`src/rtl/mem_pkg.sv`:
```
// Memory unit package with widths, opcodes, causes and bus structs
`default_nettype none

package mem_pkg;

    //////////////////////////////////////////////////
    // Widths and sizes
    //////////////////////////////////////////////////

    localparam int XLEN       = 64;
    localparam int VADDR_MSB  = 39;   // Highest valid virtual address bit
    localparam int LSQ_DEPTH  = 8;
    localparam int LSQ_PTR_W  = 3;
    localparam int GL_INDEX_W = 6;    // Graduation list index
    localparam int REG_W      = 5;

    //////////////////////////////////////////////////
    // Opcodes and encodings
    //////////////////////////////////////////////////

    typedef enum logic [3:0] {
        LD, LW, LWU, LH, LHU, LB, LBU,
        SD, SW, SH, SB
    } mem_op_e;

    typedef enum logic [1:0] {
        SIZE_BYTE,
        SIZE_HALF,
        SIZE_WORD,
        SIZE_DOUBLE
    } mem_size_e;

    typedef enum logic [2:0] {
        XCPT_NONE,
        XCPT_LD_MISALIGNED,
        XCPT_ST_MISALIGNED,
        XCPT_LD_ACCESS_FAULT,
        XCPT_ST_ACCESS_FAULT
    } xcpt_cause_e;

    //////////////////////////////////////////////////
    // Bus structs
    //////////////////////////////////////////////////

    typedef struct packed {
        logic                  valid;
        mem_op_e               op;
        mem_size_e             size;
        logic [GL_INDEX_W-1:0] gl_index;
        logic [REG_W-1:0]      rd;
        logic [XLEN-1:0]       base;
        logic [XLEN-1:0]       imm;
        logic [XLEN-1:0]       st_data;   // Store data, sent at s1
    } mem_instr_t;

    typedef struct packed {
        logic            valid;
        mem_op_e         op;
        mem_size_e       size;
        logic [XLEN-1:0] base;
        logic [XLEN-1:0] imm;
    } dcache_req_t;

    typedef struct packed {
        logic            ready;
        logic            valid;
        logic            nack;
        logic            ma_ld;     // Misaligned load
        logic            ma_st;     // Misaligned store
        logic [XLEN-1:0] addr;      // One cycle after request
        logic [XLEN-1:0] data;      // Two cycles after request
    } dcache_resp_t;

    typedef struct packed {
        logic            valid;
        xcpt_cause_e     cause;
        logic [XLEN-1:0] origin;
    } mem_xcpt_t;

    typedef struct packed {
        logic                  valid;
        logic [GL_INDEX_W-1:0] gl_index;
        logic [REG_W-1:0]      rd;
        logic [XLEN-1:0]       result;
        mem_xcpt_t             xcpt;
    } mem_wb_t;

    // Stores need commit permission and stall commit while in flight
    function automatic logic is_store(mem_op_e op);
        return op inside {SD, SW, SH, SB};
    endfunction

endpackage

`default_nettype wire

```
`src/rtl/load_store_queue.sv`:
```
// Load/store queue, circular buffer with head, execute and tail pointers
`default_nettype none

module load_store_queue (
    input  wire                        clk_i,
    input  wire                        rstn_i,
    input  wire  mem_pkg::mem_instr_t  instr_i,
    input  wire                        flush_i,
    input  wire                        read_next_i,
    input  wire                        rewind_i,
    input  wire                        advance_head_i,
    output mem_pkg::mem_instr_t        next_instr_o,
    output logic                       full_o,
    output logic                       empty_o
);

    typedef logic [mem_pkg::LSQ_PTR_W-1:0] ptr_t;
    typedef logic [mem_pkg::LSQ_PTR_W:0]   cnt_t;

    mem_pkg::mem_instr_t entries_q [mem_pkg::LSQ_DEPTH];

    ptr_t head_q;
    ptr_t exec_q;
    ptr_t tail_q;
    cnt_t count_q;      // Entries between head and tail
    cnt_t count_d;
    cnt_t exec_cnt_q;   // Entries between execute and tail
    cnt_t exec_cnt_d;
    logic do_write;
    logic do_read;

    assign full_o   = (count_q == cnt_t'(mem_pkg::LSQ_DEPTH));
    assign empty_o  = (exec_cnt_q == '0);
    assign do_write = instr_i.valid & ~full_o;
    assign do_read  = read_next_i & ~empty_o & ~rewind_i;   // Rewind wins

    always_comb begin
        count_d = count_q;
        if (do_write) begin
            count_d = count_d + cnt_t'(1);
        end
        if (advance_head_i) begin
            count_d = count_d - cnt_t'(1);
        end
    end

    always_comb begin
        exec_cnt_d = exec_cnt_q;
        if (rewind_i) begin
            exec_cnt_d = count_d;   // Execute pointer back to head
        end else begin
            if (do_write) begin
                exec_cnt_d = exec_cnt_d + cnt_t'(1);
            end
            if (do_read) begin
                exec_cnt_d = exec_cnt_d - cnt_t'(1);
            end
        end
    end

    always_ff @(posedge clk_i, negedge rstn_i) begin
        if (!rstn_i) begin
            head_q     <= '0;
            exec_q     <= '0;
            tail_q     <= '0;
            count_q    <= '0;
            exec_cnt_q <= '0;
        end else if (flush_i) begin
            head_q     <= '0;
            exec_q     <= '0;
            tail_q     <= '0;
            count_q    <= '0;
            exec_cnt_q <= '0;
        end else begin
            if (do_write) tail_q <= tail_q + ptr_t'(1);
            if (advance_head_i) head_q <= head_q + ptr_t'(1);
            if (rewind_i) begin
                exec_q <= head_q;
            end else if (do_read) begin
                exec_q <= exec_q + ptr_t'(1);
            end
            count_q    <= count_d;
            exec_cnt_q <= exec_cnt_d;
        end
    end

    // Entry storage
    always_ff @(posedge clk_i) begin
        if (do_write) begin
            entries_q[tail_q] <= instr_i;
        end
    end

    always_comb begin
        next_instr_o       = entries_q[exec_q];
        next_instr_o.valid = ~empty_o;
    end

endmodule

`default_nettype wire

```
`src/rtl/mem_issue_ctrl.sv`:
```
// Issue FSM sending one cache request at a time, with held request copy
`default_nettype none

module mem_issue_ctrl (
    input  wire                        clk_i,
    input  wire                        rstn_i,
    input  wire                        flush_i,
    input  wire                        rewind_i,
    input  wire  mem_pkg::mem_instr_t  lsq_instr_i,
    input  wire                        lsq_empty_i,
    input  wire                        dcache_ready_i,
    input  wire                        commit_store_i,
    input  wire                        store_busy_i,
    output logic                       read_next_o,
    output mem_pkg::dcache_req_t       dcache_req_o,
    output mem_pkg::mem_instr_t        issued_o
);

    typedef enum logic [1:0] {
        ResetState,
        ReadHead,
        WaitReady,
        WaitCommit
    } state_e;

    state_e state_q;
    state_e state_d;

    mem_pkg::mem_instr_t held_q;   // Request waiting in WaitReady or WaitCommit
    mem_pkg::mem_instr_t src;

    logic kill;
    logic src_is_store;
    logic can_go;
    logic req_go;

    assign kill         = flush_i | rewind_i;
    assign src_is_store = mem_pkg::is_store(src.op);
    // Stores need commit permission and no other store in flight
    assign can_go       = dcache_ready_i &
                          (~src_is_store | (commit_store_i & ~store_busy_i));

    //////////////////////////////////////////////////
    // Next state and request source
    //////////////////////////////////////////////////

    always_comb begin
        state_d     = state_q;
        src         = lsq_instr_i;
        read_next_o = 1'b0;
        req_go      = 1'b0;
        case (state_q)
            ResetState: begin
                state_d = ReadHead;
            end
            ReadHead: begin
                if (!lsq_empty_i) begin
                    read_next_o = ~kill;       // Entry is either sent or held
                    req_go      = can_go & ~kill;
                    if (!can_go) begin
                        state_d = dcache_ready_i ? WaitCommit : WaitReady;
                    end
                end
            end
            WaitReady, WaitCommit: begin
                src    = held_q;
                req_go = can_go & ~kill;
                if (can_go) begin
                    state_d = ReadHead;
                end else begin
                    state_d = dcache_ready_i ? WaitCommit : WaitReady;
                end
            end
            default: begin
                state_d = ReadHead;
            end
        endcase
    end

    always_ff @(posedge clk_i, negedge rstn_i) begin
        if (!rstn_i) begin
            state_q <= ResetState;
        end else if (kill) begin
            state_q <= ReadHead;   // Held copy is dropped, queue refetches it
        end else begin
            state_q <= state_d;
        end
    end

    always_ff @(posedge clk_i) begin
        if (read_next_o) begin
            held_q <= lsq_instr_i;
        end
    end

    //////////////////////////////////////////////////
    // Cache request and issued instruction
    //////////////////////////////////////////////////

    always_comb begin
        dcache_req_o = '0;
        if (req_go) begin
            dcache_req_o.valid = 1'b1;
            dcache_req_o.op    = src.op;
            dcache_req_o.size  = src.size;
            dcache_req_o.base  = src.base;
            dcache_req_o.imm   = src.imm;
        end
    end

    assign issued_o = req_go ? src : '0;   // Nothing enters s1 when blocked

endmodule

`default_nettype wire

```
`src/rtl/mem_resp_pipe.sv`:
```
// s1/s2 response pipeline with outcome decision, exception cause and store flag
`default_nettype none

module mem_resp_pipe (
    input  wire                         clk_i,
    input  wire                         rstn_i,
    input  wire                         flush_i,
    input  wire  mem_pkg::mem_instr_t   issued_i,
    input  wire  mem_pkg::dcache_resp_t dcache_resp_i,
    output logic [mem_pkg::XLEN-1:0]    store_data_o,
    output logic                        rewind_o,
    output logic                        advance_head_o,
    output logic                        store_busy_o,
    output mem_pkg::mem_wb_t            wb_o,
    output mem_pkg::mem_xcpt_t          commit_xcpt_o
);

    localparam int HI_W = mem_pkg::XLEN - 1 - mem_pkg::VADDR_MSB;

    logic                      s1_valid_q;
    logic                      s2_valid_q;
    mem_pkg::mem_instr_t       s1_q;
    mem_pkg::mem_instr_t       s2_q;
    logic [mem_pkg::XLEN-1:0]  addr_s2_q;
    logic                      store_q;    // Store between request and completion

    logic                      s2_is_store;
    logic                      range_fault;
    logic                      store_done;
    mem_pkg::mem_xcpt_t        xcpt_s2;

    //////////////////////////////////////////////////
    // Pipeline registers
    //////////////////////////////////////////////////

    always_ff @(posedge clk_i, negedge rstn_i) begin
        if (!rstn_i) begin
            s1_valid_q <= 1'b0;
            s2_valid_q <= 1'b0;
        end else if (flush_i || rewind_o) begin
            s1_valid_q <= 1'b0;   // Nack discards both stages
            s2_valid_q <= 1'b0;
        end else begin
            s1_valid_q <= issued_i.valid;
            s2_valid_q <= s1_valid_q;
        end
    end

    always_ff @(posedge clk_i) begin
        s1_q      <= issued_i;
        s2_q      <= s1_q;
        addr_s2_q <= dcache_resp_i.addr;   // Address comes back at s1
    end

    assign store_data_o = s1_valid_q ? s1_q.st_data : '0;

    //////////////////////////////////////////////////
    // s2 decision
    //////////////////////////////////////////////////

    assign s2_is_store = mem_pkg::is_store(s2_q.op);
    // Upper bits must sign extend the top virtual address bit
    assign range_fault = addr_s2_q[mem_pkg::XLEN-1:mem_pkg::VADDR_MSB+1] !=
                         {HI_W{addr_s2_q[mem_pkg::VADDR_MSB]}};

    always_comb begin
        xcpt_s2 = '0;
        if (dcache_resp_i.ma_st) begin
            xcpt_s2.cause = mem_pkg::XCPT_ST_MISALIGNED;
        end else if (dcache_resp_i.ma_ld) begin
            xcpt_s2.cause = mem_pkg::XCPT_LD_MISALIGNED;
        end else if (range_fault) begin
            xcpt_s2.cause = s2_is_store ? mem_pkg::XCPT_ST_ACCESS_FAULT
                                        : mem_pkg::XCPT_LD_ACCESS_FAULT;
        end
        if (s2_valid_q && xcpt_s2.cause != mem_pkg::XCPT_NONE) begin
            xcpt_s2.valid  = 1'b1;
            xcpt_s2.origin = addr_s2_q;
        end
    end

    // Nack first, then exception or completion both retire the entry
    assign rewind_o       = s2_valid_q & dcache_resp_i.nack;
    assign advance_head_o = s2_valid_q & ~dcache_resp_i.nack;
    assign store_done     = advance_head_o & s2_is_store;

    always_comb begin
        wb_o = '0;
        if (advance_head_o && !s2_is_store) begin
            wb_o.valid    = 1'b1;
            wb_o.gl_index = s2_q.gl_index;
            wb_o.rd       = s2_q.rd;
            wb_o.result   = xcpt_s2.valid ? '0 : dcache_resp_i.data;
            wb_o.xcpt     = xcpt_s2;
        end
    end

    assign commit_xcpt_o = store_done ? xcpt_s2 : '0;   // Store faults go to commit only

    //////////////////////////////////////////////////
    // Store in flight
    //////////////////////////////////////////////////

    always_ff @(posedge clk_i, negedge rstn_i) begin
        if (!rstn_i) begin
            store_q <= 1'b0;
        end else if (flush_i || rewind_o) begin
            store_q <= 1'b0;
        end else if (issued_i.valid && mem_pkg::is_store(issued_i.op)) begin
            store_q <= 1'b1;
        end else if (store_done) begin
            store_q <= 1'b0;
        end
    end

    assign store_busy_o = store_q & ~store_done;   // Drops in the completing s2 cycle

endmodule

`default_nettype wire

```
`src/rtl/mem_unit.sv`:
```
// Memory unit top, joins queue, issue FSM and response pipeline
`default_nettype none

module mem_unit (
    input  wire                         clk_i,
    input  wire                         rstn_i,
    input  wire                         flush_i,          // Kill and flush
    input  wire  mem_pkg::mem_instr_t   instr_i,
    input  wire                         commit_store_i,   // Commit allows the store
    input  wire  mem_pkg::dcache_resp_t dcache_resp_i,
    output mem_pkg::dcache_req_t        dcache_req_o,
    output logic [mem_pkg::XLEN-1:0]    store_data_o,
    output mem_pkg::mem_wb_t            wb_o,
    output mem_pkg::mem_xcpt_t          commit_xcpt_o,
    output logic                        commit_stall_o,
    output logic                        lock_o,
    output logic                        empty_o
);

    mem_pkg::mem_instr_t next_instr;
    mem_pkg::mem_instr_t issued;
    logic                read_next;
    logic                rewind;
    logic                advance_head;
    logic                store_busy;

    load_store_queue u_lsq (
        .clk_i          (clk_i),
        .rstn_i         (rstn_i),
        .instr_i        (instr_i),
        .flush_i        (flush_i),
        .read_next_i    (read_next),
        .rewind_i       (rewind),
        .advance_head_i (advance_head),
        .next_instr_o   (next_instr),
        .full_o         (lock_o),
        .empty_o        (empty_o)
    );

    mem_issue_ctrl u_issue (
        .clk_i          (clk_i),
        .rstn_i         (rstn_i),
        .flush_i        (flush_i),
        .rewind_i       (rewind),
        .lsq_instr_i    (next_instr),
        .lsq_empty_i    (empty_o),
        .dcache_ready_i (dcache_resp_i.ready),
        .commit_store_i (commit_store_i),
        .store_busy_i   (store_busy),
        .read_next_o    (read_next),
        .dcache_req_o   (dcache_req_o),
        .issued_o       (issued)
    );

    mem_resp_pipe u_resp (
        .clk_i          (clk_i),
        .rstn_i         (rstn_i),
        .flush_i        (flush_i),
        .issued_i       (issued),
        .dcache_resp_i  (dcache_resp_i),
        .store_data_o   (store_data_o),
        .rewind_o       (rewind),
        .advance_head_o (advance_head),
        .store_busy_o   (store_busy),
        .wb_o           (wb_o),
        .commit_xcpt_o  (commit_xcpt_o)
    );

    assign commit_stall_o = store_busy;

endmodule

`default_nettype wire

```
`config.mk`:
```
export PLATFORM = sky130hd
export DESIGN_NAME = mem_unit
export DESIGN_NICKNAME = d
export VERILOG_FILES = /design/src/rtl/mem_pkg.sv /design/src/rtl/load_store_queue.sv /design/src/rtl/mem_issue_ctrl.sv /design/src/rtl/mem_resp_pipe.sv /design/src/rtl/mem_unit.sv
export SDC_FILE = /design/constraint.sdc
export NUM_CORES = 2
export LEC_CHECK = 0
export BUFFER_PORTS_ARGS = -buffer_cell sky130_fd_sc_hd__buf_2
export CORE_MARGIN = 4
export CORE_UTILIZATION = 45
export CTS_BUF_LIST = sky130_fd_sc_hd__clkbuf_16
export DETAILED_ROUTE_END_ITERATION = 8
export SETUP_SLACK_MARGIN = 0.5
export SYNTH_ARGS = -nofsm -noshare
export SYNTH_HDL_FRONTEND = slang
export SYNTH_SLANG_ARGS = --single-unit
```
`constraint.sdc`:
```
create_clock -name clk_i -period 40.5 [get_ports clk_i]
set_input_delay 6.075 -clock clk_i [delete_from_list [all_inputs] [get_ports clk_i]]
set_output_delay 6.075 -clock clk_i [all_outputs]
set_load 0.05 [all_outputs]
```
# Word level (Yosys, flattened, before mapping)
# Memory sizes are Yosys's and may differ from the RTL's.
# Cells that the tools add are included.
# classes
n_bitwise	20
add_sub_neg	7
n_eq_ne	19
muxes	45
n_reduce_logical	17
# ops
cell	count
$mux W210	2
$mux W64	3
$mux W144	1
$mux W135	1
$mux W68	1
$eq A4 B4 Y1 const B	10
$mux W3	11
$mux W4	8
$ne A24 B24 Y1	1
$eq A4 B3 Y1 const B	3
$mux W1	12
$reduce_bool A4 Y1	3
$and A1 B1 Y1	10
$add A3 B1 Y3 const B	3
$reduce_bool A3 Y1	3
$add A4 B1 Y4 const B	2
$mux W2	4
$not A1 Y1	8
$sub A4 B1 Y4 const B	2
$pmux W2 S3	1
$eq A2 B2 Y1 const B	2
$logic_not A4 Y1	1
$reduce_bool A2 Y1	2
$logic_and A1 B1 Y1	3
other kinds (10)	11
# word_totals
out_inout_bits	414
mem_bits_rw	1680
elab_cells	134
regBits	390
n_memories	1
# mem_list
memory	depth	word_bits	read_ports	rd_clocked_by_memory_dff	wr	line	source
u_lsq.entries_q	8	210	1	0	1	load_store_queue.sv:20	mem_pkg::mem_instr_t entries_q [mem_pkg::LSQ_DEPTH];

# Longest topological paths before layout
# depth
word_depth	18
ltp_mapped	12
mapped_depth_nobuf	10

# Cells and area by module
# From an unflattened synthesis, not the netlist that was laid out.
# unflattened
hier_cells	4115
hier_area_um2	81069.0
# by_module_without_submodules
mod	cells_per_inst	seq_area_each_um2	instances	area_per_inst_um2
load_store_queue	2565	50633.6	1	63741.1
mem_issue_ctrl	858	6356.1	1	11106.9
mem_resp_pipe	692	3238.1	1	6221.0

# Worst setup path after synthesis
# Ideal clock, no wire load.
# synth_path
path_kind	input to register
startpoint	in instr_i[209] in the netlist's numbering
endpoint	mem u_lsq.entries_q[0][0] in the netlist's numbering (enable)
cell_stages	2
t_arrival_ps	25968
path_buffers	0
path_slack_ps	13239
setup_ps	1293
cell_sequence	o21ai_0 nor4_1
# synth_via
elab_chain_len	3
# synth_lines
item	line	source
start, declared	mem_unit.sv:8	input wire mem_pkg::mem_instr_t instr_i,
$and A1 B1 Y1	load_store_queue.sv:34	assign do_write = instr_i.valid & ~full_o;
$mux W1	load_store_queue.sv:89	if (do_write) begin
$mux W1 (implied by the code)	load_store_queue.sv:90	entries_q[tail_q] <= instr_i;
end, declared	load_store_queue.sv:20	
# No other way between the ends.

==> run metrics <==
Hold Crit Class=flop to flop; Placer Congestion=just under 1; Crit path top cell by count=buf_2; final wirelength=194000 um; Die Wd=426 um; vias per inst=5.46; CP Max Fanout=68; power density cells=57.9 nW/um2; Setup TNS=0 ns; Fillers=13.9k; Yosys warning total=0; worst path cell trace=buf_2 > nor2b_2 > and2_2 > nor2b_4 > and2_1 > buf_2; share of the synthesized area in the top cell type=71.9%; outcome=finished, final reports clean; mean routed wirelength per cell=around 27 um; worst skew pair latency=between 0.8 and 0.9 ns; WHS=0.324 ns; count of input and output buffers=758; Root Buffer=clkbuf_16; min setup slack post-route=about 25 ns; nets@finish=4947; multi-input logic area=17400 um2; row count=between 150 and 200; Sink Count=2062; Yosys top cell by area=edfxtp_1; Post-CTS Setup Bufs=0; syn nets=4114; Hold Path Origin=u_resp.s1_q[201]; leakage power=31.4 nW; Setup CP Type=input port to primary output; global-route wire length before repair=approximately 280000 um; post-route insts no fill=7114; via count=between 30k and 40k; vias in the first global route=39.7k; IO Count=761; R2R Path Start=u_lsq.exec_q[1]; CTS buffer count=roughly 210; Final HPWL DP=about 110000 um; starting density of the core=45.2%; pin count of the biggest net entering global routing=126; Req. time, crit path=34.42 ns; dpl ws=24.85 ns; initial antenna violation count=80; slowest stage delay, CP=1.08 ns; Period minus WS final=about 16 ns; DR pass1 iterations=5; Max Freq=63.9 MHz; crit path DAT=9.58 ns; CP startpoint=dcache_resp_i[130]; final number of setup-violating endpoints=0; CTS max path bufs=3; Clock Pin Slew Worst Setup and Hold Paths=~0.060 ns; share of layout cells above drive strength 1=36.6%; number of remaining DRC errors=0; Worst Skew=~0.023 ns; total power=approximately 5.3 mW; RSZ-0062 raised after global routing=false; Post-Syn Instances=3758; Final period util=38.7%; CTS tree=yes; sequential share of the synthesized area=76.6%; Slew Viols, Final=0; Reg area=approximately 60000 um2; Max Cap Viol=0; largest cells by area after synthesis=edfxtp_1, mux4_2, dfxtp_1; Synth Cell Area=78600 um2; H-tree levels=4; synthesized flop and latch total=2062; Die Area=about 180000 um2; total grt overflow=0; Mapped Avg Cell Area=20.9 um2; Slowest-stage cell, CP=nor2b_4; CP Capture Type=primary output; slew at the pin closest to its max-slew limit=1.16 ns; cts hold-fix bufs=0; Iteration-0 DRC Markers=2874; post-CTS resize count=0; Slew HR=22.4%; Final Hold Violating Endpoints=0; gr usage total=21.1%; # placed instances=between 6k and 7k; Max VDD drop=46.5 uV; Area Growth Syn to Fin=16.4%; Routed Antenna Nets=0; Yosys cell types=45; core area=roughly 170000 um2; startpoint types=input port; Chip Height=426 um
-- routing by layer --
layer	global-route usage, %	part of all wire (%)	vias to the layer above
met1	29.7	44	20600
met4	4.58	2.2	40
li1	-	-	16800
met2	34.1	48	1098
met3	4.74	6.0	348
met5	0	0.14	-
-- final cells by class --
| class | count | share of cell area (%) |
|---|---|---|
| flip-flops and latches | 2062 | 65.9 |
| multi-input cells | 1478 | 19.1 |
| clock buffers | 208 | 5.69 |
| repair buffers | 834 | 4.83 |
| well taps | 2325 | 3.18 |
| clock inverters | 175 | 1.27 |
| diodes | 23 | 0.0629 |
| inverters | 9 | 0.0369 |
-- where the power goes --
| part | switching (mW) | total (mW) | internal, mW |
|---|---|---|---|
| Clock | 0.783 | 1.79 | 1.01 |
| Combinational | 0.582 | 0.936 | 0.354 |
| Sequential | 0.0552 | 2.57 | 2.52 |
-- stage by stage --
step	instance area, um2	util, %
2_1_floorplan	78600	-
3_3_place_gp	85000	48.9
3_5_place_dp	85000	48.9
4_1_cts	91400	52.6
5_1_grt	91400	52.6
6_report	91500	52.6
-- state kept, by name, summed over array words and instances (netlist names), 4 cells and up --
name,count
u_issue.held_q,210
u_lsq.entries_q,1672
u_lsq.count_q,4
u_resp.s1_q,79
u_resp.s2_q,15
u_resp.addr_s2_q,64
u_lsq.exec_cnt_q,4
-- layout by cell type (no fill, tap or decap), types with 13 or more instances in the layout --
master,n
buf_2,758
nor2_1,234
mux2i_1,215
inv_1,75
dfrtp_1,17
edfxtp_1,1882
mux2_2,216
clkinv_2,21
and3_1,75
dfxtp_1,158
clkbuf_16,208
clkinv_1,60
buf_4,72
diode_2,23
nand2_1,20
bufinv_16,13
and2_1,194
mux4_2,414
-- final timing paths --
path / endpoint / slack, ns / depth (start not counted)
min reg2reg: u_resp.s2_q[201] / 0.32 / 0
min in group asynchronous: u_lsq.count_q[2] / 5.24 / 1
max reg2reg: u_resp.s1_q[192] / 35.20 / 9
min: u_resp.s2_q[201] / 0.32 / 0
max in group asynchronous: u_lsq.exec_q[1] / 34.84 / 1
max: wb_o[59] / 24.84 / 6
-- worst max-delay path, delay by kind of cell --
| kind | cells | cell delay, ns |
|---|---|---|
| buffers and inverters | 2 | 0.41 |
| and+or+nand+nor | 4 | 3.04 |
-- cell families (layout without fill, tap and decap cells) --
kind of cell | after synthesis | in the layout | share of synthesized area, %
muxes | 850 | 850 | 17.8
AOI/OAI and AO/OA | 28 | 28 | 0.236
DFF | 2062 | 2062 | 76.6
xor gates and xnor gates | 17 | 17 | 0.189
other | 1 | 24 | 0.00477
and+or+nand+nor | 573 | 573 | 3.73
buffers and inverters | 218 | 1226 | 1.31
adders and majority gates | 9 | 9 | 0.143
-- cell usage after synthesis (all sizes together) --
cell type	number
a211oi	4
a21oi	9
a31oi	3
and2	195
and3	75
and4b	1
buf	70
clkbuf	139
conb	1
dfrtp	22
dfxtp	158
edfxtp	1882
ha	9
inv	9
mux2	221
mux2i	215
mux4	414
nand2	20
nand2b	5
nand3	3
nand4	7
nor2	238
nor2b	5
nor3	13
nor3b	2
nor4	4
nor4b	1
o211a	1
o211ai	1
o21a	3
o21ai	3
o21bai	1
o22ai	1
o31ai	1
o32a	1
or2	1
or3	2
or3b	1
xnor2	12
xor2	5
Note: power is estimated with default switching activity, not from simulation.
